### src/rocc_dma_pkg.sv
// 32-bit host and word-only transfers; tags wrap after 63, so only 64 bursts can be told apart
package rocc_dma_pkg;

  localparam int XLEN = 32;
  localparam int TAG_W = 9;
  localparam int MEM_CMD_W = 5;

  // last tag before the counter wraps back to zero
  localparam logic [TAG_W-1:0] TAG_LAST = TAG_W'(63);

  // only custom-0 is decoded, anything else is swallowed
  typedef enum logic [6:0] {
    custom0 = 7'h0b
  } rocc_opcode_e;

  typedef enum logic [6:0] {
    set_config = 7'd0,
    load       = 7'd1,
    status     = 7'd2,
    store      = 7'd3
  } rocc_funct_e;

  typedef enum logic [MEM_CMD_W-1:0] {
    mem_read  = MEM_CMD_W'(0),
    mem_write = MEM_CMD_W'(1)
  } mem_cmd_e;

  // command from the host core
  typedef struct packed {
    rocc_opcode_e      opcode;
    rocc_funct_e       funct;
    logic [4:0]        rd;
    logic              xd;
    logic [XLEN-1:0]   rs1;
    logic [XLEN-1:0]   rs2;
  } rocc_cmd_t;

  typedef struct packed {
    logic [4:0]      rd;
    logic [XLEN-1:0] data;
  } rocc_resp_t;

  // request toward the data cache
  typedef struct packed {
    logic [XLEN-1:0]  addr;
    logic [TAG_W-1:0] tag;
    mem_cmd_e         cmd;
    logic [XLEN-1:0]  data;
  } mem_req_t;

  typedef struct packed {
    logic [TAG_W-1:0] tag;
    logic [XLEN-1:0]  data;
  } mem_resp_t;

  // one burst as handed from the decoder to an engine
  typedef struct packed {
    logic [XLEN-1:0]  base;
    logic             bank;
    logic [15:0]      words;
    logic [TAG_W-1:0] tag;
  } burst_job_t;

endpackage

### src/dma_load_engine.sv
// read responses must return in request order; responses with a foreign tag are ignored
module dma_load_engine #(
  parameter int LONG_BURST = 1024
) (
  input  logic                              clock,
  input  logic                              reset,
  input  logic                              start,
  input  rocc_dma_pkg::burst_job_t          job,
  output logic                              req_valid,
  input  logic                              req_ready,
  output rocc_dma_pkg::mem_req_t            req,
  input  logic                              mem_resp_valid,
  input  rocc_dma_pkg::mem_resp_t           mem_resp,
  output logic                              buf_we,
  output logic                              buf_bank,
  output logic [$clog2(LONG_BURST)-1:0]     buf_index,
  output logic [rocc_dma_pkg::XLEN-1:0]     buf_wdata,
  output logic                              busy,
  output logic                              done
);
  import rocc_dma_pkg::*;

  localparam int IDX_W = $clog2(LONG_BURST);
  localparam int CNT_W = $clog2(LONG_BURST + 1);

  typedef enum logic [1:0] {idle, requesting, draining} state_e;

  state_e           state;
  logic [XLEN-1:0]  addr_q;
  logic [TAG_W-1:0] tag_q;
  logic             bank_q;
  logic [CNT_W-1:0] words_q;
  logic [CNT_W-1:0] req_cnt;
  logic [CNT_W-1:0] rsp_cnt;
  logic             req_fire;
  logic             last_req;
  logic             rsp_hit;
  logic             last_rsp;

  assign req_valid = state == requesting;
  assign req_fire  = req_valid && req_ready;
  assign last_req  = req_cnt == words_q - CNT_W'(1);
  assign rsp_hit   = mem_resp_valid && (state != idle) && (mem_resp.tag == tag_q);
  assign last_rsp  = rsp_hit && (rsp_cnt == words_q - CNT_W'(1));

  assign req = '{addr: addr_q, tag: tag_q, cmd: mem_read, data: '0};

  // returned words go straight into the bank
  assign buf_we    = rsp_hit;
  assign buf_bank  = bank_q;
  assign buf_index = rsp_cnt[IDX_W-1:0];
  assign buf_wdata = mem_resp.data;

  assign busy = state != idle;

  always_ff @(posedge clock or posedge reset)
  begin
    if (reset)
    begin
      state   <= idle;
      req_cnt <= '0;
      rsp_cnt <= '0;
      done    <= 1'b0;
    end
    else
    begin
      done <= last_rsp;
      if (start)
      begin
        state   <= requesting;
        req_cnt <= '0;
        rsp_cnt <= '0;
      end
      else
      begin
        if (req_fire)
        begin
          req_cnt <= req_cnt + CNT_W'(1);
          if (last_req)
            state <= draining;
        end
        if (rsp_hit)
          rsp_cnt <= rsp_cnt + CNT_W'(1);
        // last word back ends the burst from either state
        if (last_rsp)
          state <= idle;
      end
    end
  end

  always_ff @(posedge clock)
  begin
    if (start)
    begin
      addr_q  <= job.base;
      tag_q   <= job.tag;
      bank_q  <= job.bank;
      words_q <= job.words[CNT_W-1:0];
    end
    else if (req_fire)
      addr_q <= addr_q + XLEN'(4);
  end

endmodule

### config.mk
export PLATFORM = sky130hd
export DESIGN_NAME = dma_load_engine
export DESIGN_NICKNAME = d
export VERILOG_FILES = /design/src/rocc_dma_pkg.sv /design/src/dma_load_engine.sv
export SDC_FILE = /design/constraint.sdc
export NUM_CORES = 1
export LEC_CHECK = 0
export ABC_AREA = 1
export BUFFER_PORTS_ARGS = -buffer_cell sky130_fd_sc_hd__buf_2
export CAP_MARGIN = 20
export CORE_MARGIN = 1
export CORE_UTILIZATION = 45
export DETAILED_ROUTE_END_ITERATION = 10
export PLACE_DENSITY = 0.75
export SETUP_SLACK_MARGIN = 0.3
export SLEW_MARGIN = 10
export SYNTH_ARGS = -nofsm -noshare
export SYNTH_HDL_FRONTEND = slang
export SYNTH_SLANG_ARGS = --single-unit
### constraint.sdc
create_clock -name clock -period 4.9 [get_ports clock]
set_clock_uncertainty 0.2 [all_clocks]
set_input_delay 0.98 -clock clock [delete_from_list [all_inputs] [get_ports clock]]
set_output_delay 0.98 -clock clock [all_outputs]
set_load 0.02 [all_outputs]
Yosys cells after proc, flatten, opt, wreduce, memory -nomap -nowiden
Cells that the tools add are included.
{ "totals": {"word_cells": 36, "ff_bits": 78} }
{ "classes": {"n_eq_ne": 4, "reduce_logical": 10, "addsub": 4, "mux": 10} }
{ "ops": {"columns": ["operator", "count"], "rows": [
  ["$mux W32", 2],
  ["$mux W11", 4],
  ["$add A32 B3 Y32 const B", 1],
  ["$add A11 B1 Y11 const B", 2],
  ["$eq A11 B11 Y1", 2],
  ["$sub A11 B1 Y11 const B", 1],
  ["$eq A9 B9 Y1", 1],
  ["$mux W2", 4],
  ["$reduce_bool A2 Y1", 3],
  ["$reduce_bool A3 Y1", 2],
  ["$logic_and A1 B1 Y1", 4],
  ["$eq A2 B1 Y1 const B", 1],
  ["$reduce_and A2 Y1", 1]
]} }

Longest topological paths before layout
Gate-level depths: netlist of run 1.
{ "depth": {"ltp_word": 6, "mapped_depth": 14, "mapped_depth_nobuf": 14} }

Least setup slack after synthesis of run 1
OpenSTA, ideal clock, no wires.
{ "synth_timing": {"path_type": "input to output", "start": "input mem_resp[37] (netlist name)", "end": "output buf_we", "stages": 5, "path_buffers": 0, "path_slack_ps": 2154, "required_time_ps": 3720, "arrival_time_ps": 1566, "cell_sequence": "or2_2 -> nand2_1 -> nor2_1 -> nand3_1 -> inv_1"} }
{ "synth_between": {"elab_chain_len": 2} }
{ "synth_lines": {"columns": ["item", "line_no", "text"], "rows": [
  ["from (decl)", "dma_load_engine.sv:13", "input rocc_dma_pkg::mem_resp_t mem_resp,"],
  ["$eq A9 B9 Y1", "dma_load_engine.sv:43", "assign rsp_hit = mem_resp_valid && (state != idle) && (mem_resp.tag == tag_q);"],
  ["$logic_and A1 B1 Y1", "dma_load_engine.sv:43", null],
  ["to (decl)", "dma_load_engine.sv:14", "output logic buf_we,"]
]} }
Every way passes these cells.

Final worst setup path of run 1
{ "layout_timing": {"start": "input mem_resp[39] (netlist name)", "end": "output buf_we"} }
Same word-level chain as after synthesis.

==> tab_implementation.tex, run 1 <==
\begin{tabular}{lr}
\hline
Metric & Value \\
\hline
\multicolumn{2}{l}{\textbf{Place}} \\
\quad Final weighted congestion in routability-driven placement & 0.914 \\
\quad Detail Placement HPWL & 10,500 um \\
\quad Port bufs & roughly 120 \\
\quad Post-placement worst setup slack & approximately 1800 ps \\
\quad \# placed instances & 997 \\
\quad Total placed instance area & between 5000 and 6000 um2 \\
\multicolumn{2}{l}{\textbf{Setup path}} \\
\quad Critical-path maximum fanout & 3 \\
\quad Worst path most repeated cell & sky130\_fd\_sc\_hd\_\_buf\_2 \\
\quad Startpoint-to-endpoint class of the critical path & in2out \\
\quad Ordered cell list for the critical path & buf\_2 > xnor2\_1 > nand2\_1 > nor2\_1 > nand3\_1 > inv\_1 > buf\_2 \\
\quad Worst reg2reg startpoint & words\_q[0]\$\_DFFE\_PP\_ \\
\quad Capturing element type of the critical path & output pin \\
\quad Reg2reg setup slack & 2430 ps \\
\quad R2R depth & 13 \\
\quad Reg2Reg Capture Point & state[0]\$\_DFFE\_PP0P\_ \\
\quad Sort of element at the start of the critical path & primary input \\
\quad Critical path startpoint & mem\_resp[39] \\
\quad Peak per-stage delay on the critical path & 190 ps \\
\quad CP arrival & 1930 ps \\
\quad Capturing instance or port of the critical path & buf\_we \\
\quad Data required time at the worst endpoint & 3720 ps \\
\quad CP max stage cell & sky130\_fd\_sc\_hd\_\_nand3\_1 \\
\multicolumn{2}{l}{\textbf{Clocking}} \\
\quad Clk pin slew, worst setup/hold paths & 60 ps \\
\quad Insertion delay to the later sink of the worst-skew pair & 340 ps \\
\quad TritonCTS clock tree & built \\
\quad Post-cts hold buffer count & 0 \\
\quad Number of sinks driven by the clock tree & 78 \\
\quad Clock tree root buffer cell & sky130\_fd\_sc\_hd\_\_clkbuf\_16 \\
\quad Post-CTS repair timing setup buffer count & 0 \\
\quad Post-cts sizing count & 0 \\
\quad CTS H-Tree Depth & 3 \\
\quad Total clock buffers created by CTS & 9 \\
\quad Maximum root-to-sink buffer count & 2 \\
\multicolumn{2}{l}{\textbf{Timing}} \\
\quad Setup repair after global routing missed its margin & no \\
\quad Setup TNS & 0 ps \\
\quad Portion of the clock cycle consumed by the worst path in the final layout & 0.634 \\
\quad Final-layout worst hold slack & 306 ps \\
\quad Time the worst path needs with I/O delays and setup & 3110 ps \\
\quad Total setup violations reported at the end of the flow & 0 \\
\quad Max Clock Freq & between 300 and 400 MHz \\
\quad Slew at the pin closest to its max-slew limit & around 690 ps \\
\quad Final-report hold violation count & 0 \\
\quad PnR worst setup slack & 1790 ps \\
\quad Slew Limit Fails & 0 \\
\quad Worst slew slack as a fraction of its limit & 0.543 \\
\multicolumn{2}{l}{\textbf{Floorplanning}} \\
\quad Site row count & 40 \\
\quad Die X & 113 um \\
\quad Initial core utilization & 0.463 \\
\quad Vertical die dimension & 113 um \\
\quad Top Ports & between 200 and 250 \\
\quad CORE AREA & 12,100 um2 \\
\quad Die area & 12,900 um2 \\
\multicolumn{2}{l}{\textbf{Logic synthesis}} \\
\quad Number of synthesis warnings & 0 \\
\quad Post-synth top area cell & sky130\_fd\_sc\_hd\_\_edfxtp\_1 \\
\quad Proportion of synthesized chip area in sequential cells & 0.397 \\
\quad Share of flip-flops with an asynchronous set or reset after synthesis & 0.321 \\
\quad Number of distinct library cells after synthesis & 37 \\
\quad Post-Syn Instances & 757 \\
\quad Most area-consuming cells after synthesis & sky130\_fd\_sc\_hd\_\_edfxtp\_1 29\%, sky130\_fd\_sc\_hd\_\_nand2\_1 15\%, sky130\_fd\_sc\_hd\_\_dfrtp\_1 11\% \\
\quad Yosys top cell area share & 0.285 \\
\quad Primary flip-flop cell chosen by synthesis mapping & sky130\_fd\_sc\_hd\_\_edfxtp\_1 \\
\quad Post-Synthesis Mean Instance Area & roughly 7.4 um2 \\
\quad Area of the mapped netlist & 5580 um2 \\
\quad Number of enable flip-flop cells after synthesis & 53 \\
\quad Flip-flop and latch count after synthesis & 78 \\
\multicolumn{2}{l}{\textbf{Finish}} \\
\quad Share of post-route cells with drive strength above 1 & 0.189 \\
\quad Post-layout nets & 949 \\
\quad Post-synthesis to final-layout area growth & 12.0\% \\
\quad Area of all placed cells without fillers & 6260 um2 \\
\quad Post-layout util & 0.519 \\
\quad Layout Cells excl Fill & 1,014 \\
\quad Antenna cell count & 0 \\
\multicolumn{2}{l}{\textbf{Detailed routing}} \\
\quad DR pass1 iterations & 5 \\
\quad DRC violation total after the first TritonRoute iteration & 422 \\
\quad Via density & 4.92 \\
\quad Post-detailed-routing wire length & 13,500 um \\
\quad Vias & 4,987 \\
\quad Number of remaining DRC errors & 0 \\
\quad Remaining antenna violation count & 0 \\
\quad Routed WL per cell & 13.4 um \\
\multicolumn{2}{l}{\textbf{Worst hold path}} \\
\quad Worst min-delay path class & reg2reg \\
\multicolumn{2}{l}{\textbf{Power and ir drop}} \\
\quad Sw power & 550 uW \\
\quad Total power density per cell area & 290 nW/um2 \\
\quad Leakage power summed over all cells & 3.07 nW \\
\quad Cell internal pwr & $\sim$1.3 mW \\
\quad Sequential share of power & 0.450 \\
\quad Share of power burned in combinational logic & 0.179 \\
\quad Sum of internal, switching and leakage power & 1.81 mW \\
\quad Sw Ratio & 0.303 \\
\quad Clock share of power & 0.371 \\
\quad Largest vdd supply drop & $\sim$0.00015 V \\
\multicolumn{2}{l}{\textbf{Job}} \\
\quad Max\_cap viols & 0 \\
\multicolumn{2}{l}{\textbf{Global route}} \\
\quad Gr ovfl total & 0 \\
\quad Via count of the first global-routing pass & 4,456 \\
\quad Antenna violations before repair & 0 \\
\quad Wire length of the first global-routing pass & 22,000 um \\
\quad Maximum number of pins on one net before global-route repair & 38 \\
\quad Global router's overall resource usage & 0.218 \\
\multicolumn{2}{l}{\textbf{Run status}} \\
\quad Result of the run & completed \\
\hline
\end{tabular}
==> sequential cells by signal, summed over array words and instances, names as in the netlist <==
name	cells
addr_q	32
buf_bank	1
done	1
req_cnt	11
rsp_cnt	11
state	2
tag_q	9
words_q	11
==> how the worst min path moves through the flow <==
stage	from	endpoint	slack, ps	cells past startpoint
floorplan	req_cnt[10]$_DFFE_PP0N_	req_cnt[10]$_DFFE_PP0N_	260	1
global route	req_cnt[10]$_DFFE_PP0N_	req_cnt[10]$_DFFE_PP0N_	350	1
detailed placement	req_cnt[10]$_DFFE_PP0N_	req_cnt[10]$_DFFE_PP0N_	300	1
global placement	req_cnt[10]$_DFFE_PP0N_	req_cnt[10]$_DFFE_PP0N_	300	1
finish	req_cnt[10]$_DFFE_PP0N_	req_cnt[10]$_DFFE_PP0N_	310	1
CTS	req_cnt[10]$_DFFE_PP0N_	req_cnt[10]$_DFFE_PP0N_	310	1
==> final cells by class <==
cell class | instances | area, um2
fill | 1213 | 5810
multi-input combinational | 545 | 2570
sequential | 78 | 2220
timing repair buffer | 126 | 661
inverter | 81 | 304
clock buffer | 9 | 225
tap | 168 | 210
clock inverter | 7 | 72.6
==> cell usage after synthesis (3+ instances only) <==
| library cell | instances |
|---|---|
| sky130_fd_sc_hd__a21oi_1 | 12 |
| sky130_fd_sc_hd__clkbuf_1 | 8 |
| sky130_fd_sc_hd__nor2_1 | 71 |
| sky130_fd_sc_hd__buf_4 | 79 |
| sky130_fd_sc_hd__edfxtp_1 | 53 |
| sky130_fd_sc_hd__nor2_2 | 7 |
| sky130_fd_sc_hd__ha_1 | 4 |
| sky130_fd_sc_hd__xor2_1 | 12 |
| sky130_fd_sc_hd__nand2_2 | 3 |
| sky130_fd_sc_hd__nand4_1 | 15 |
| sky130_fd_sc_hd__nor3_1 | 19 |
| sky130_fd_sc_hd__a31oi_1 | 5 |
| sky130_fd_sc_hd__or2_2 | 3 |
| sky130_fd_sc_hd__nor4_1 | 6 |
| sky130_fd_sc_hd__nand2_1 | 223 |
| sky130_fd_sc_hd__xnor2_1 | 15 |
| sky130_fd_sc_hd__dfrtp_1 | 25 |
| sky130_fd_sc_hd__nand3_1 | 70 |
| sky130_fd_sc_hd__o21a_1 | 3 |
| sky130_fd_sc_hd__o21ai_0 | 25 |
| sky130_fd_sc_hd__inv_1 | 80 |
| sky130_fd_sc_hd__o21ai_1 | 4 |
==> power by group through the flow <==
| stage | sequential, mW | combinational, mW | clock, mW |
|---|---|---|---|
| after detailed placement | 0.829 | 0.320 | 0 |
| after CTS | 0.816 | 0.322 | 0.684 |
| after global routing | 0.824 | 0.361 | 0.709 |
| after floorplan | 0.859 | 0.237 | 0 |
| after global placement | 0.827 | 0.316 | 0 |
| final | 0.817 | 0.324 | 0.674 |
==> layer usage <==
layer | wire length, um | vias to the layer above | share of wire | GRT usage
li1 | - | 2513 | - | -
met1 | 6240 | 2273 | 0.46 | 0.306
met2 | 6300 | 171 | 0.47 | 0.344
met3 | 702 | 30 | 0.052 | 0.0239
met4 | 295 | 0 | 0.022 | 0.0912
met5 | 0 | - | 0 | 0
==> cells in the final DEF, fill, tap and decap left out, types with 6 or more instances in the layout <==
master / netlist / routed
sky130_fd_sc_hd__a21oi_1: 12 / 12
sky130_fd_sc_hd__buf_2: 1 / 122
sky130_fd_sc_hd__clkbuf_16: 0 / 9
sky130_fd_sc_hd__conb_1: 1 / 37
sky130_fd_sc_hd__dfrtp_1: 25 / 25
sky130_fd_sc_hd__edfxtp_1: 53 / 53
sky130_fd_sc_hd__inv_1: 80 / 80
sky130_fd_sc_hd__nand2_1: 223 / 223
sky130_fd_sc_hd__nand3_1: 70 / 70
sky130_fd_sc_hd__nand4_1: 15 / 15
sky130_fd_sc_hd__nor2_1: 71 / 71
sky130_fd_sc_hd__nor2_2: 7 / 7
sky130_fd_sc_hd__nor3_1: 19 / 19
sky130_fd_sc_hd__nor4_1: 6 / 6
sky130_fd_sc_hd__o21ai_0: 25 / 25
sky130_fd_sc_hd__xnor2_1: 15 / 15
sky130_fd_sc_hd__xor2_1: 12 / 12
==> critical path: cells and delay by family <==
kind / cells / cell delay, ps
xor gates and xnor gates: 1 / 140
buffers and inverters: 3 / 420
and+or+nand+nor: 3 / 390
==> cell families (layout without fill, tap and decap cells) <==
kind of cell	count (synthesis)	count (layout)	synth area share
and+or+nand+nor	425	425	0.333
buffers and inverters	170	223	0.168
DFF	78	78	0.397
AOI/OAI and AO/OA	52	52	0.0506
xor gates and xnor gates	27	27	0.0423
adders and majority gates	4	4	0.00896
other	1	37	0.000672
Power figures use the tool's default switching activity.
==> run 2: changes to the inputs <==
==> constraint.sdc (replaced) <==
create_clock -name clock -period 3.15 [get_ports clock]
set_clock_uncertainty 0.2 [all_clocks]
set_input_delay 0.63 -clock clock [delete_from_list [all_inputs] [get_ports clock]]
set_output_delay 0.63 -clock clock [all_outputs]
set_load 0.02 [all_outputs]
==> tab_implementation.tex, run 2 (synthesized netlist as in run 1, its figures left out) <==
\begin{tabular}{lr}
\hline
Metric & Value \\
\hline
\multicolumn{2}{l}{\textbf{Run status}} \\
\quad Result of the run & completed (unchanged) \\
\multicolumn{2}{l}{\textbf{Setup path}} \\
\quad Worst reg2reg startpoint & words\_q[0]\$\_DFFE\_PP\_ (unchanged) \\
\quad Crit path depth & 6 (was 7) \\
\quad Top delay family on crit path & flip-flops (was buffers and inverters) \\
\quad Reg2reg setup slack & 760 ps (was 2430 ps) \\
\quad Critical-path maximum fanout & 4 (was 3) \\
\quad Capturing instance or port of the critical path & buf\_we (unchanged) \\
\quad Sort of element at the start of the critical path & register (was primary input) \\
\quad R2R depth & 12 (was 13) \\
\quad Total buffers and inverters traversed by the critical path & 2 (was 3) \\
\quad Critical path startpoint & tag\_q[3]\$\_DFFE\_PP\_ (was mem\_resp[39]) \\
\quad Ordered cell list for the critical path & xnor2\_1 > nand2\_1 > nor2\_1 > nand3\_1 > inv\_1 > buf\_2 (was buf\_2 > xnor2\_1 > nand2\_1 > nor2\_1 > nand3\_1 > inv\_1 > buf\_2) \\
\quad Peak per-stage delay on the critical path & 430 ps (was 190 ps) \\
\quad Capturing element type of the critical path & output pin (unchanged) \\
\quad CP max stage cell & sky130\_fd\_sc\_hd\_\_edfxtp\_1 (was sky130\_fd\_sc\_hd\_\_nand3\_1) \\
\quad Data required time at the worst endpoint & 2320 ps (was 3720 ps) \\
\quad CP arrival & 1650 ps (was 1930 ps) \\
\quad Reg2Reg Capture Point & state[1]\$\_DFFE\_PP0P\_ (was state[0]\$\_DFFE\_PP0P\_) \\
\quad Startpoint-to-endpoint class of the critical path & reg2out (was in2out) \\
\multicolumn{2}{l}{\textbf{Detailed routing}} \\
\quad Routed WL per cell & 13.3 um (was 13.4 um) \\
\quad DR pass1 iterations & 5 (unchanged) \\
\quad DRC violation total after the first TritonRoute iteration & 421 (was 422) \\
\quad Number of remaining DRC errors & 0 (unchanged) \\
\quad Via density & 4.95 (was 4.92) \\
\quad Post-detailed-routing wire length & 13,500 um (about the same) \\
\quad Remaining antenna violation count & 0 (unchanged) \\
\quad Vias & 5,023 (was 4,987) \\
\multicolumn{2}{l}{\textbf{Finish}} \\
\quad Register name with the most flops & addr\_q (unchanged) \\
\quad Max reg flops & 32 (unchanged) \\
\quad Final-layout fill cell count & 1,209 (was 1,213) \\
\quad Total area of sequential cells & 2220 um2 (unchanged) \\
\quad Combined area of the multi-input logic cells & 2570 um2 (unchanged) \\
\quad Antenna cell count & 0 (unchanged) \\
\quad Layout Cells excl Fill & 1,014 (unchanged) \\
\quad Leading cell type in the layout, fill and taps excluded & sky130\_fd\_sc\_hd\_\_nand2\_1 (unchanged) \\
\quad Post-synthesis to final-layout area growth & 12.6\% (was 12.0\%) \\
\quad Post-layout nets & 949 (unchanged) \\
\quad Share of post-route cells with drive strength above 1 & 0.188 (was 0.189) \\
\quad Commonest cells after routing, fill and taps aside & 223 x sky130\_fd\_sc\_hd\_\_nand2\_1, 122 x sky130\_fd\_sc\_hd\_\_buf\_2, 80 x sky130\_fd\_sc\_hd\_\_inv\_1, 71 x sky130\_fd\_sc\_hd\_\_nor2\_1, 70 x sky130\_fd\_sc\_hd\_\_nand3\_1 (unchanged) \\
\multicolumn{2}{l}{\textbf{Clocking}} \\
\quad Number of sinks driven by the clock tree & 78 (unchanged) \\
\quad CTS H-Tree Depth & 3 (unchanged) \\
\quad Post-cts hold buffer count & 0 (unchanged) \\
\quad Clk pin slew, worst setup/hold paths & 60 ps (about the same) \\
\quad Clock tree root buffer cell & sky130\_fd\_sc\_hd\_\_clkbuf\_16 (unchanged) \\
\quad Total clock buffers created by CTS & 9 (unchanged) \\
\quad TritonCTS clock tree & built (unchanged) \\
\quad Insertion delay to the later sink of the worst-skew pair & 350 ps (was 340 ps) \\
\quad Post-cts sizing count & 0 (unchanged) \\
\quad Post-CTS repair timing setup buffer count & 0 (unchanged) \\
\quad Maximum root-to-sink buffer count & 2 (unchanged) \\
\multicolumn{2}{l}{\textbf{Floorplanning}} \\
\quad Vertical die dimension & 113 um (unchanged) \\
\quad CORE AREA & 12,100 um2 (unchanged) \\
\quad Initial core utilization & 0.463 (unchanged) \\
\quad Die area & 12,900 um2 (unchanged) \\
\quad Top Ports & 229 (unchanged) \\
\quad Site row count & 40 (unchanged) \\
\quad Die X & 113 um (unchanged) \\
\multicolumn{2}{l}{\textbf{Global route}} \\
\quad Antenna violations before repair & 0 (unchanged) \\
\quad Wire length of the first global-routing pass & 21,400 um (was 22,000 um) \\
\quad Global router's overall resource usage & 0.215 (was 0.218) \\
\quad Gr ovfl total & 0 (unchanged) \\
\quad Maximum number of pins on one net before global-route repair & 68 (was 38) \\
\quad Via count of the first global-routing pass & 4,435 (was 4,456) \\
\multicolumn{2}{l}{\textbf{Job}} \\
\quad Max\_cap viols & 0 (unchanged) \\
\multicolumn{2}{l}{\textbf{Power and ir drop}} \\
\quad Leakage power summed over all cells & 3.08 nW (was 3.07 nW) \\
\quad Share of power burned in combinational logic & 0.168 (was 0.179) \\
\quad Cell internal pwr & 2.15 mW (was 1.26 mW) \\
\quad Total power density per cell area & 476 nW/um2 (was 290 nW/um2) \\
\quad Largest vdd supply drop & 0.000235 V (was 0.000150 V) \\
\quad Sw power & 847 uW (was 550 uW) \\
\quad Sequential share of power & 0.424 (was 0.450) \\
\quad Sw Ratio & 0.283 (was 0.303) \\
\quad Clock share of power & 0.408 (was 0.371) \\
\multicolumn{2}{l}{\textbf{Timing}} \\
\quad Slew at the pin closest to its max-slew limit & 747 ps (was 685 ps) \\
\quad Worst slew slack as a fraction of its limit & 0.502 (was 0.543) \\
\quad Time the worst path needs with I/O delays and setup & $\sim$2500 ps \\
\quad Slew Limit Fails & 0 (unchanged) \\
\quad Final-report hold violation count & 0 (unchanged) \\
\quad Max Clock Freq & 403 MHz \\
\quad Total setup violations reported at the end of the flow & 0 (unchanged) \\
\quad Portion of the clock cycle consumed by the worst path in the final layout & 0.788 \\
\quad Setup repair after global routing missed its margin & no (unchanged) \\
\quad Setup TNS & 0 ps (unchanged) \\
\multicolumn{2}{l}{\textbf{Place}} \\
\quad Detail Placement HPWL & 10,200 um (was 10,500 um) \\
\quad Port bufs & 122 (unchanged) \\
\quad Final weighted congestion in routability-driven placement & 0.909 (was 0.914) \\
\quad \# placed instances & 998 (was 997) \\
\multicolumn{2}{l}{\textbf{Worst hold path}} \\
\quad Worst min-delay path class & in2async (was reg2reg) \\
\hline
\end{tabular}
## run 2: cell types whose count changed in the layout (fill, tap and decap cells not counted), sizes merged
cell,previous run,this run
bufinv,1,3
clkbuf,9,11
clkinv,3,1
clkinvlp,2,1
inv,82,81
## run 2: worst register-to-register path, delay by kind of cell (launching register included)
| family | cells | cell delay (ps) |
|---|---|---|
| fa+ha+maj | 1 | 330 |
| buf+inv | 1 | 210 |
| xor+xnor | 1 | 220 |
| simple gates | 9 | 920 |
| flops | 1 | 440 |
## run 2: how the worst min path moves through the flow
| stage | start | endpoint | slack (ps) | cells after the start |
|---|---|---|---|---|
| after global placement | req_cnt[10]$_DFFE_PP0N_ | req_cnt[10]$_DFFE_PP0N_ | 300 | 1 |
| after global routing | reset | rsp_cnt[7]$_DFFE_PP0P_ | 150 | 3 |
| after floorplan | req_cnt[10]$_DFFE_PP0N_ | req_cnt[10]$_DFFE_PP0N_ | 260 | 1 |
| after detailed placement | req_cnt[10]$_DFFE_PP0N_ | req_cnt[10]$_DFFE_PP0N_ | 310 | 1 |
| after CTS | reset | rsp_cnt[7]$_DFFE_PP0P_ | 130 | 3 |
| final | reset | rsp_cnt[6]$_DFFE_PP0P_ | 130 | 3 |
## run 2: layout make-up
class,count,area share
multi-input combinational,545,0.408
clock inverter,5,0.0169
clock buffer,11,0.0386
sequential,78,0.353
timing repair buffer,126,0.102
tap,168,0.0334
inverter,81,0.0484
## run 2: per-stage QoR
| stage | power, mW | area (um2) | util | setup WS (ps) | hold slack, ps |
|---|---|---|---|---|---|
| 3_3_place_gp | 1.78 | 5940 | 0.492 | 771 | 296 |
| 5_1_grt | 3.12 | 6290 | 0.521 | 522 | 154 |
| 2_1_floorplan | 1.71 | 5720 | - | 861 | 256 |
| 4_1_cts | 3.01 | 6290 | 0.521 | 672 | 132 |
| 3_5_place_dp | 1.79 | 5940 | 0.492 | 756 | 306 |
| 6_report | 2.99 | 6290 | 0.521 | 669 | 125 |
## run 2: layer usage
metal | global-route usage | routed length, um | vias up
li1 | - | - | 2512
met1 | 0.296 | 6070 | 2312
met2 | 0.333 | 6300 | 172
met3 | 0.0351 | 821 | 27
met4 | 0.100 | 277 | 0
met5 | 0 | 0 | -
## run 2: power groups by stage
| stage | clock, mW | combinational, mW | sequential [mW] |
|---|---|---|---|
| 2_1_floorplan | 0 | 0.369 | 1.34 |
| 3_3_place_gp | 0 | 0.492 | 1.29 |
| 3_5_place_dp | 0 | 0.499 | 1.29 |
| 4_1_cts | 1.24 | 0.503 | 1.27 |
| 5_1_grt | 1.28 | 0.561 | 1.28 |
| 6_report | 1.22 | 0.502 | 1.27 |
==> run 3: changes to the inputs <==
--- a/config.mk
+++ b/config.mk
@@ -5,13 +5,13 @@
 export SDC_FILE = /design/constraint.sdc
 export NUM_CORES = 1
 export LEC_CHECK = 0
-export ABC_AREA = 1
+export ABC_AREA = 0
 export BUFFER_PORTS_ARGS = -buffer_cell sky130_fd_sc_hd__buf_2
 export CAP_MARGIN = 20
 export CORE_MARGIN = 1
 export CORE_UTILIZATION = 45
 export DETAILED_ROUTE_END_ITERATION = 10
-export PLACE_DENSITY = 0.75
+export PLACE_DENSITY = 0.77
 export SETUP_SLACK_MARGIN = 0.3
 export SLEW_MARGIN = 10
 export SYNTH_ARGS = -nofsm -noshare
==> constraint.sdc (replaced) <==
create_clock -name clock -period 2.4 [get_ports clock]
set_clock_uncertainty 0.2 [all_clocks]
set_input_delay 0.48 -clock clock [delete_from_list [all_inputs] [get_ports clock]]
set_output_delay 0.48 -clock clock [all_outputs]
set_load 0.02 [all_outputs]
==> tab_implementation.tex, run 3 <==
\begin{tabular}{lr}
\hline
Metric & Value \\
\hline
\multicolumn{2}{l}{\textbf{Run status}} \\
\quad Result of the run & finished with violations (was completed) \\
\quad Violations in the final reports & negative setup slack \\
\multicolumn{2}{l}{\textbf{Power and ir drop}} \\
\quad Total power density per cell area & 529 nW/um2 (was 476 nW/um2) \\
\quad Leakage power summed over all cells & 2.69 nW (was 3.08 nW) \\
\quad Largest vdd supply drop & 0.000361 V (was 0.000235 V) \\
\multicolumn{2}{l}{\textbf{Setup path}} \\
\quad Ordered cell list for the critical path & buf\_4 > inv\_2 > ha\_4 > nand2b\_4 > or4\_4 > xnor2\_4 > nand3\_2 > or4\_4 > a211oi\_2 (was xnor2\_1 > nand2\_1 > nor2\_1 > nand3\_1 > inv\_1 > buf\_2) \\
\quad R2R depth & 9 (was 12) \\
\quad Worst path most repeated cell & sky130\_fd\_sc\_hd\_\_or4\_4 \\
\quad Data required time at the worst endpoint & 2470 ps (was 2320 ps) \\
\quad Reg2reg setup slack & -220 ps (was 760 ps) \\
\quad Top delay family on crit path & simple AND/OR/NAND/NOR gates (was flip-flops) \\
\quad Sort of element at the start of the critical path & register (unchanged) \\
\quad Critical-path maximum fanout & 2 (was 4) \\
\quad Total buffers and inverters traversed by the critical path & 2 (unchanged) \\
\quad Worst reg2reg startpoint & words\_q[0]\$\_DFFE\_PP\_ (unchanged) \\
\quad CP max stage cell & sky130\_fd\_sc\_hd\_\_or4\_4 (was sky130\_fd\_sc\_hd\_\_edfxtp\_1) \\
\quad Startpoint-to-endpoint class of the critical path & reg2reg (was reg2out) \\
\quad CP arrival & 2680 ps (was 1650 ps) \\
\quad Peak per-stage delay on the critical path & 550 ps (was 430 ps) \\
\quad Capturing element type of the critical path & register (was output pin) \\
\quad Reg2Reg Capture Point & state[1]\$\_DFFE\_PP0P\_ (unchanged) \\
\multicolumn{2}{l}{\textbf{Finish}} \\
\quad Final-layout fill cell count & 909 (was 1,209) \\
\quad Area of all placed cells without fillers & 6140 um2 (was 6290 um2) \\
\quad Combined area of the multi-input logic cells & 2490 um2 (was 2570 um2) \\
\quad Post-synthesis to final-layout area growth & 23.4\% (was 12.6\%) \\
\quad Post-layout nets & 722 (was 949) \\
\quad Leading cell type in the layout, fill and taps excluded & sky130\_fd\_sc\_hd\_\_buf\_2 (was sky130\_fd\_sc\_hd\_\_nand2\_1) \\
\quad Share of post-route cells with drive strength above 1 & 0.396 (was 0.188) \\
\quad Total area of sequential cells & 2220 um2 (unchanged) \\
\quad Max reg flops & 32 (unchanged) \\
\quad Commonest cells after routing, fill and taps aside & 120 x sky130\_fd\_sc\_hd\_\_buf\_2, 58 x sky130\_fd\_sc\_hd\_\_nand2\_1, 53 x sky130\_fd\_sc\_hd\_\_edfxtp\_1, 46 x sky130\_fd\_sc\_hd\_\_buf\_4, 37 x sky130\_fd\_sc\_hd\_\_conb\_1 (was 223 x sky130\_fd\_sc\_hd\_\_nand2\_1, 122 x sky130\_fd\_sc\_hd\_\_buf\_2, 80 x sky130\_fd\_sc\_hd\_\_inv\_1, 71 x sky130\_fd\_sc\_hd\_\_nor2\_1, 70 x sky130\_fd\_sc\_hd\_\_nand3\_1) \\
\quad Register name with the most flops & addr\_q (unchanged) \\
\quad Antenna cell count & 0 (unchanged) \\
\multicolumn{2}{l}{\textbf{Global route}} \\
\quad Via count of the first global-routing pass & 3,655 (was 4,435) \\
\quad Gr ovfl total & 0 (unchanged) \\
\quad Global router's overall resource usage & 0.191 (was 0.215) \\
\quad Maximum number of pins on one net before global-route repair & 46 (was 68) \\
\quad Wire length of the first global-routing pass & 17,000 um (was 21,400 um) \\
\quad Antenna violations before repair & 0 (unchanged) \\
\multicolumn{2}{l}{\textbf{Logic synthesis}} \\
\quad Share of flip-flops with an asynchronous set or reset after synthesis & 0.321 (unchanged) \\
\quad Post-synth top area cell & sky130\_fd\_sc\_hd\_\_edfxtp\_1 (unchanged) \\
\quad Number of distinct library cells after synthesis & 50 (was 37) \\
\quad Post-Synthesis Mean Instance Area & 10.2 um2 (was 7.38 um2) \\
\quad Flip-flop and latch count after synthesis & 78 (unchanged) \\
\quad Cell types with the highest counts after synthesis & 79 x sky130\_fd\_sc\_hd\_\_buf\_4, 59 x sky130\_fd\_sc\_hd\_\_nand2\_1, 53 x sky130\_fd\_sc\_hd\_\_edfxtp\_1 (was 223 x sky130\_fd\_sc\_hd\_\_nand2\_1, 80 x sky130\_fd\_sc\_hd\_\_inv\_1, 79 x sky130\_fd\_sc\_hd\_\_buf\_4) \\
\quad Primary flip-flop cell chosen by synthesis mapping & sky130\_fd\_sc\_hd\_\_edfxtp\_1 (unchanged) \\
\quad Number of synthesis warnings & 0 (unchanged) \\
\quad Post-Syn Instances & 489 (was 757) \\
\quad Leading cell type by number of instances after synthesis & sky130\_fd\_sc\_hd\_\_buf\_4 (was sky130\_fd\_sc\_hd\_\_nand2\_1) \\
\quad Number of enable flip-flop cells after synthesis & 53 (unchanged) \\
\quad Proportion of synthesized chip area in sequential cells & 0.446 (was 0.397) \\
\quad Most area-consuming cells after synthesis & sky130\_fd\_sc\_hd\_\_edfxtp\_1 32\%, sky130\_fd\_sc\_hd\_\_dfrtp\_1 13\%, sky130\_fd\_sc\_hd\_\_buf\_4 12\% (was sky130\_fd\_sc\_hd\_\_edfxtp\_1 29\%, sky130\_fd\_sc\_hd\_\_nand2\_1 15\%, sky130\_fd\_sc\_hd\_\_dfrtp\_1 11\%) \\
\quad Area of the mapped netlist & 4970 um2 (was 5580 um2) \\
\quad Yosys top cell area share & 0.320 (was 0.285) \\
\multicolumn{2}{l}{\textbf{Job}} \\
\quad Max\_cap viols & 0 (unchanged) \\
\multicolumn{2}{l}{\textbf{Worst hold path}} \\
\quad Min-Delay Startpoint & job[6] \\
\quad Worst min-delay path class & in2reg (was in2async) \\
\quad Hold Crit Depth & 1 \\
\quad Terminating pin of the worst hold path & tag\_q[6]\$\_DFFE\_PP\_ \\
\multicolumn{2}{l}{\textbf{Timing}} \\
\quad Setup repair after global routing missed its margin & yes (was no) \\
\quad Final-report hold violation count & 0 (unchanged) \\
\quad PnR worst setup slack & -218 ps (was 669 ps) \\
\quad Time the worst path needs with I/O delays and setup & around 2600 ps \\
\quad Max Clock Freq & 382 MHz \\
\quad Total setup violations reported at the end of the flow & 3 (was 0) \\
\quad Slew Limit Fails & 0 (unchanged) \\
\quad Final-layout worst hold slack & 99.8 ps (was 125 ps) \\
\quad Portion of the clock cycle consumed by the worst path in the final layout & 1.09 \\
\multicolumn{2}{l}{\textbf{Detailed routing}} \\
\quad Remaining antenna violation count & 0 (unchanged) \\
\quad Routed WL per cell & 14.4 um (was 13.3 um) \\
\quad Post-detailed-routing wire length & 11,000 um (was 13,500 um) \\
\quad DRC violation total after the first TritonRoute iteration & 162 (was 421) \\
\quad DR pass1 iterations & 4 (was 5) \\
\quad Vias & 3,771 (was 5,023) \\
\quad Number of remaining DRC errors & 0 (unchanged) \\
\quad Via density & 4.97 (was 4.95) \\
\multicolumn{2}{l}{\textbf{Floorplanning}} \\
\quad Top Ports & 229 (unchanged) \\
\quad Die X & 107 um (was 113 um) \\
\quad CORE AREA & 10,800 um2 (was 12,100 um2) \\
\quad Die area & 11,500 um2 (was 12,900 um2) \\
\quad Site row count & 38 (was 40) \\
\quad Initial core utilization & 0.461 (was 0.463) \\
\quad Vertical die dimension & 107 um (was 113 um) \\
\multicolumn{2}{l}{\textbf{Place}} \\
\quad Total placed instance area & 5570 um2 (was 5940 um2) \\
\quad Post-placement worst setup slack & -242 ps (was 756 ps) \\
\quad Final weighted congestion in routability-driven placement & 0.809 (was 0.909) \\
\quad Port bufs & 122 (unchanged) \\
\quad Detail Placement HPWL & 7650 um (was 10,200 um) \\
\multicolumn{2}{l}{\textbf{Clocking}} \\
\quad CTS H-Tree Depth & 3 (unchanged) \\
\quad Clk pin slew, worst setup/hold paths & 80 ps (was 60 ps) \\
\quad Clock tree root buffer cell & sky130\_fd\_sc\_hd\_\_clkbuf\_8 (was sky130\_fd\_sc\_hd\_\_clkbuf\_16) \\
\quad TritonCTS clock tree & built (unchanged) \\
\quad Insertion delay to the later sink of the worst-skew pair & 350 ps (about the same) \\
\quad Maximum root-to-sink buffer count & 2 (unchanged) \\
\quad Number of sinks driven by the clock tree & 78 (unchanged) \\
\quad Total clock buffers created by CTS & 9 (unchanged) \\
\hline
\end{tabular}
## run 3: routing by layer
metal  routed length [um]  up-vias  track usage
li1                     -     1820            -
met1                 4450     1781        0.232
met2                 5560      148        0.313
met3                  751       22       0.0565
met4                  191        0       0.0841
met5                    0        -            0
## run 3: area by class of cell
class	count	share of cell area
Multi-Input combinational cell	342	0.405
Sequential cell	78	0.361
Timing Repair Buffer	175	0.173
Tap cell	140	0.0285
Clock buffer	12	0.0236
Inverter	8	0.00489
Clock inverter	4	0.00387
## run 3: worst max-delay path by stage
stage | start | end | depth (start not counted)
global route | words_q[0]$_DFFE_PP_ | state[1]$_DFFE_PP0P_ | 9
floorplan | words_q[0]$_DFFE_PP_ | state[1]$_DFFE_PP0P_ | 8
global placement | words_q[0]$_DFFE_PP_ | state[1]$_DFFE_PP0P_ | 8
detailed placement | words_q[0]$_DFFE_PP_ | state[1]$_DFFE_PP0P_ | 8
CTS | words_q[0]$_DFFE_PP_ | state[1]$_DFFE_PP0P_ | 9
finish | words_q[0]$_DFFE_PP_ | state[1]$_DFFE_PP0P_ | 9
## run 3: kinds of logic after synthesis
kind of cell | after synthesis | synth area share
AND/OR/NAND/NOR | 167 | 0.179
buffers and inverters | 105 | 0.141
XOR/XNOR | 79 | 0.153
flip-flops | 78 | 0.446
AO/OA/AOI/OAI | 50 | 0.0594
multiplexers | 5 | 0.0111
adder cells (fa/ha/maj) | 4 | 0.0101
other | 1 | 0.000754
## run 3: timing repair
| action | in CTS | in global routing |
|---|---|---|
| resized for setup | 20 | 24 |
| pin swaps | 9 | 19 |
| endpoints found under the hold margin | 25 | 0 |
| gates cloned | 0 | 0 |
| hold buffers | 1 | 0 |
| setup buffers | 9 | 15 |
| setup endpoints to repair | 11 | 21 |
## run 3: metrics by stage
stage	util	power [mW]	instances	TNS (ps)
6_report	0.569	3.25	759	-400
5_1_grt	0.569	3.39	759	-798
4_1_cts	0.548	3.21	744	-471
3_5_place_dp	0.516	2.30	718	-572
3_3_place_gp	0.516	2.28	718	-389
2_1_floorplan	-	2.19	525	-235
## run 3: power breakdown
group,internal (mW),switching [mW]
Sequential,1.55,0.100
Clock,0.402,0.483
Combinational,0.314,0.396
Total,2.27,0.980
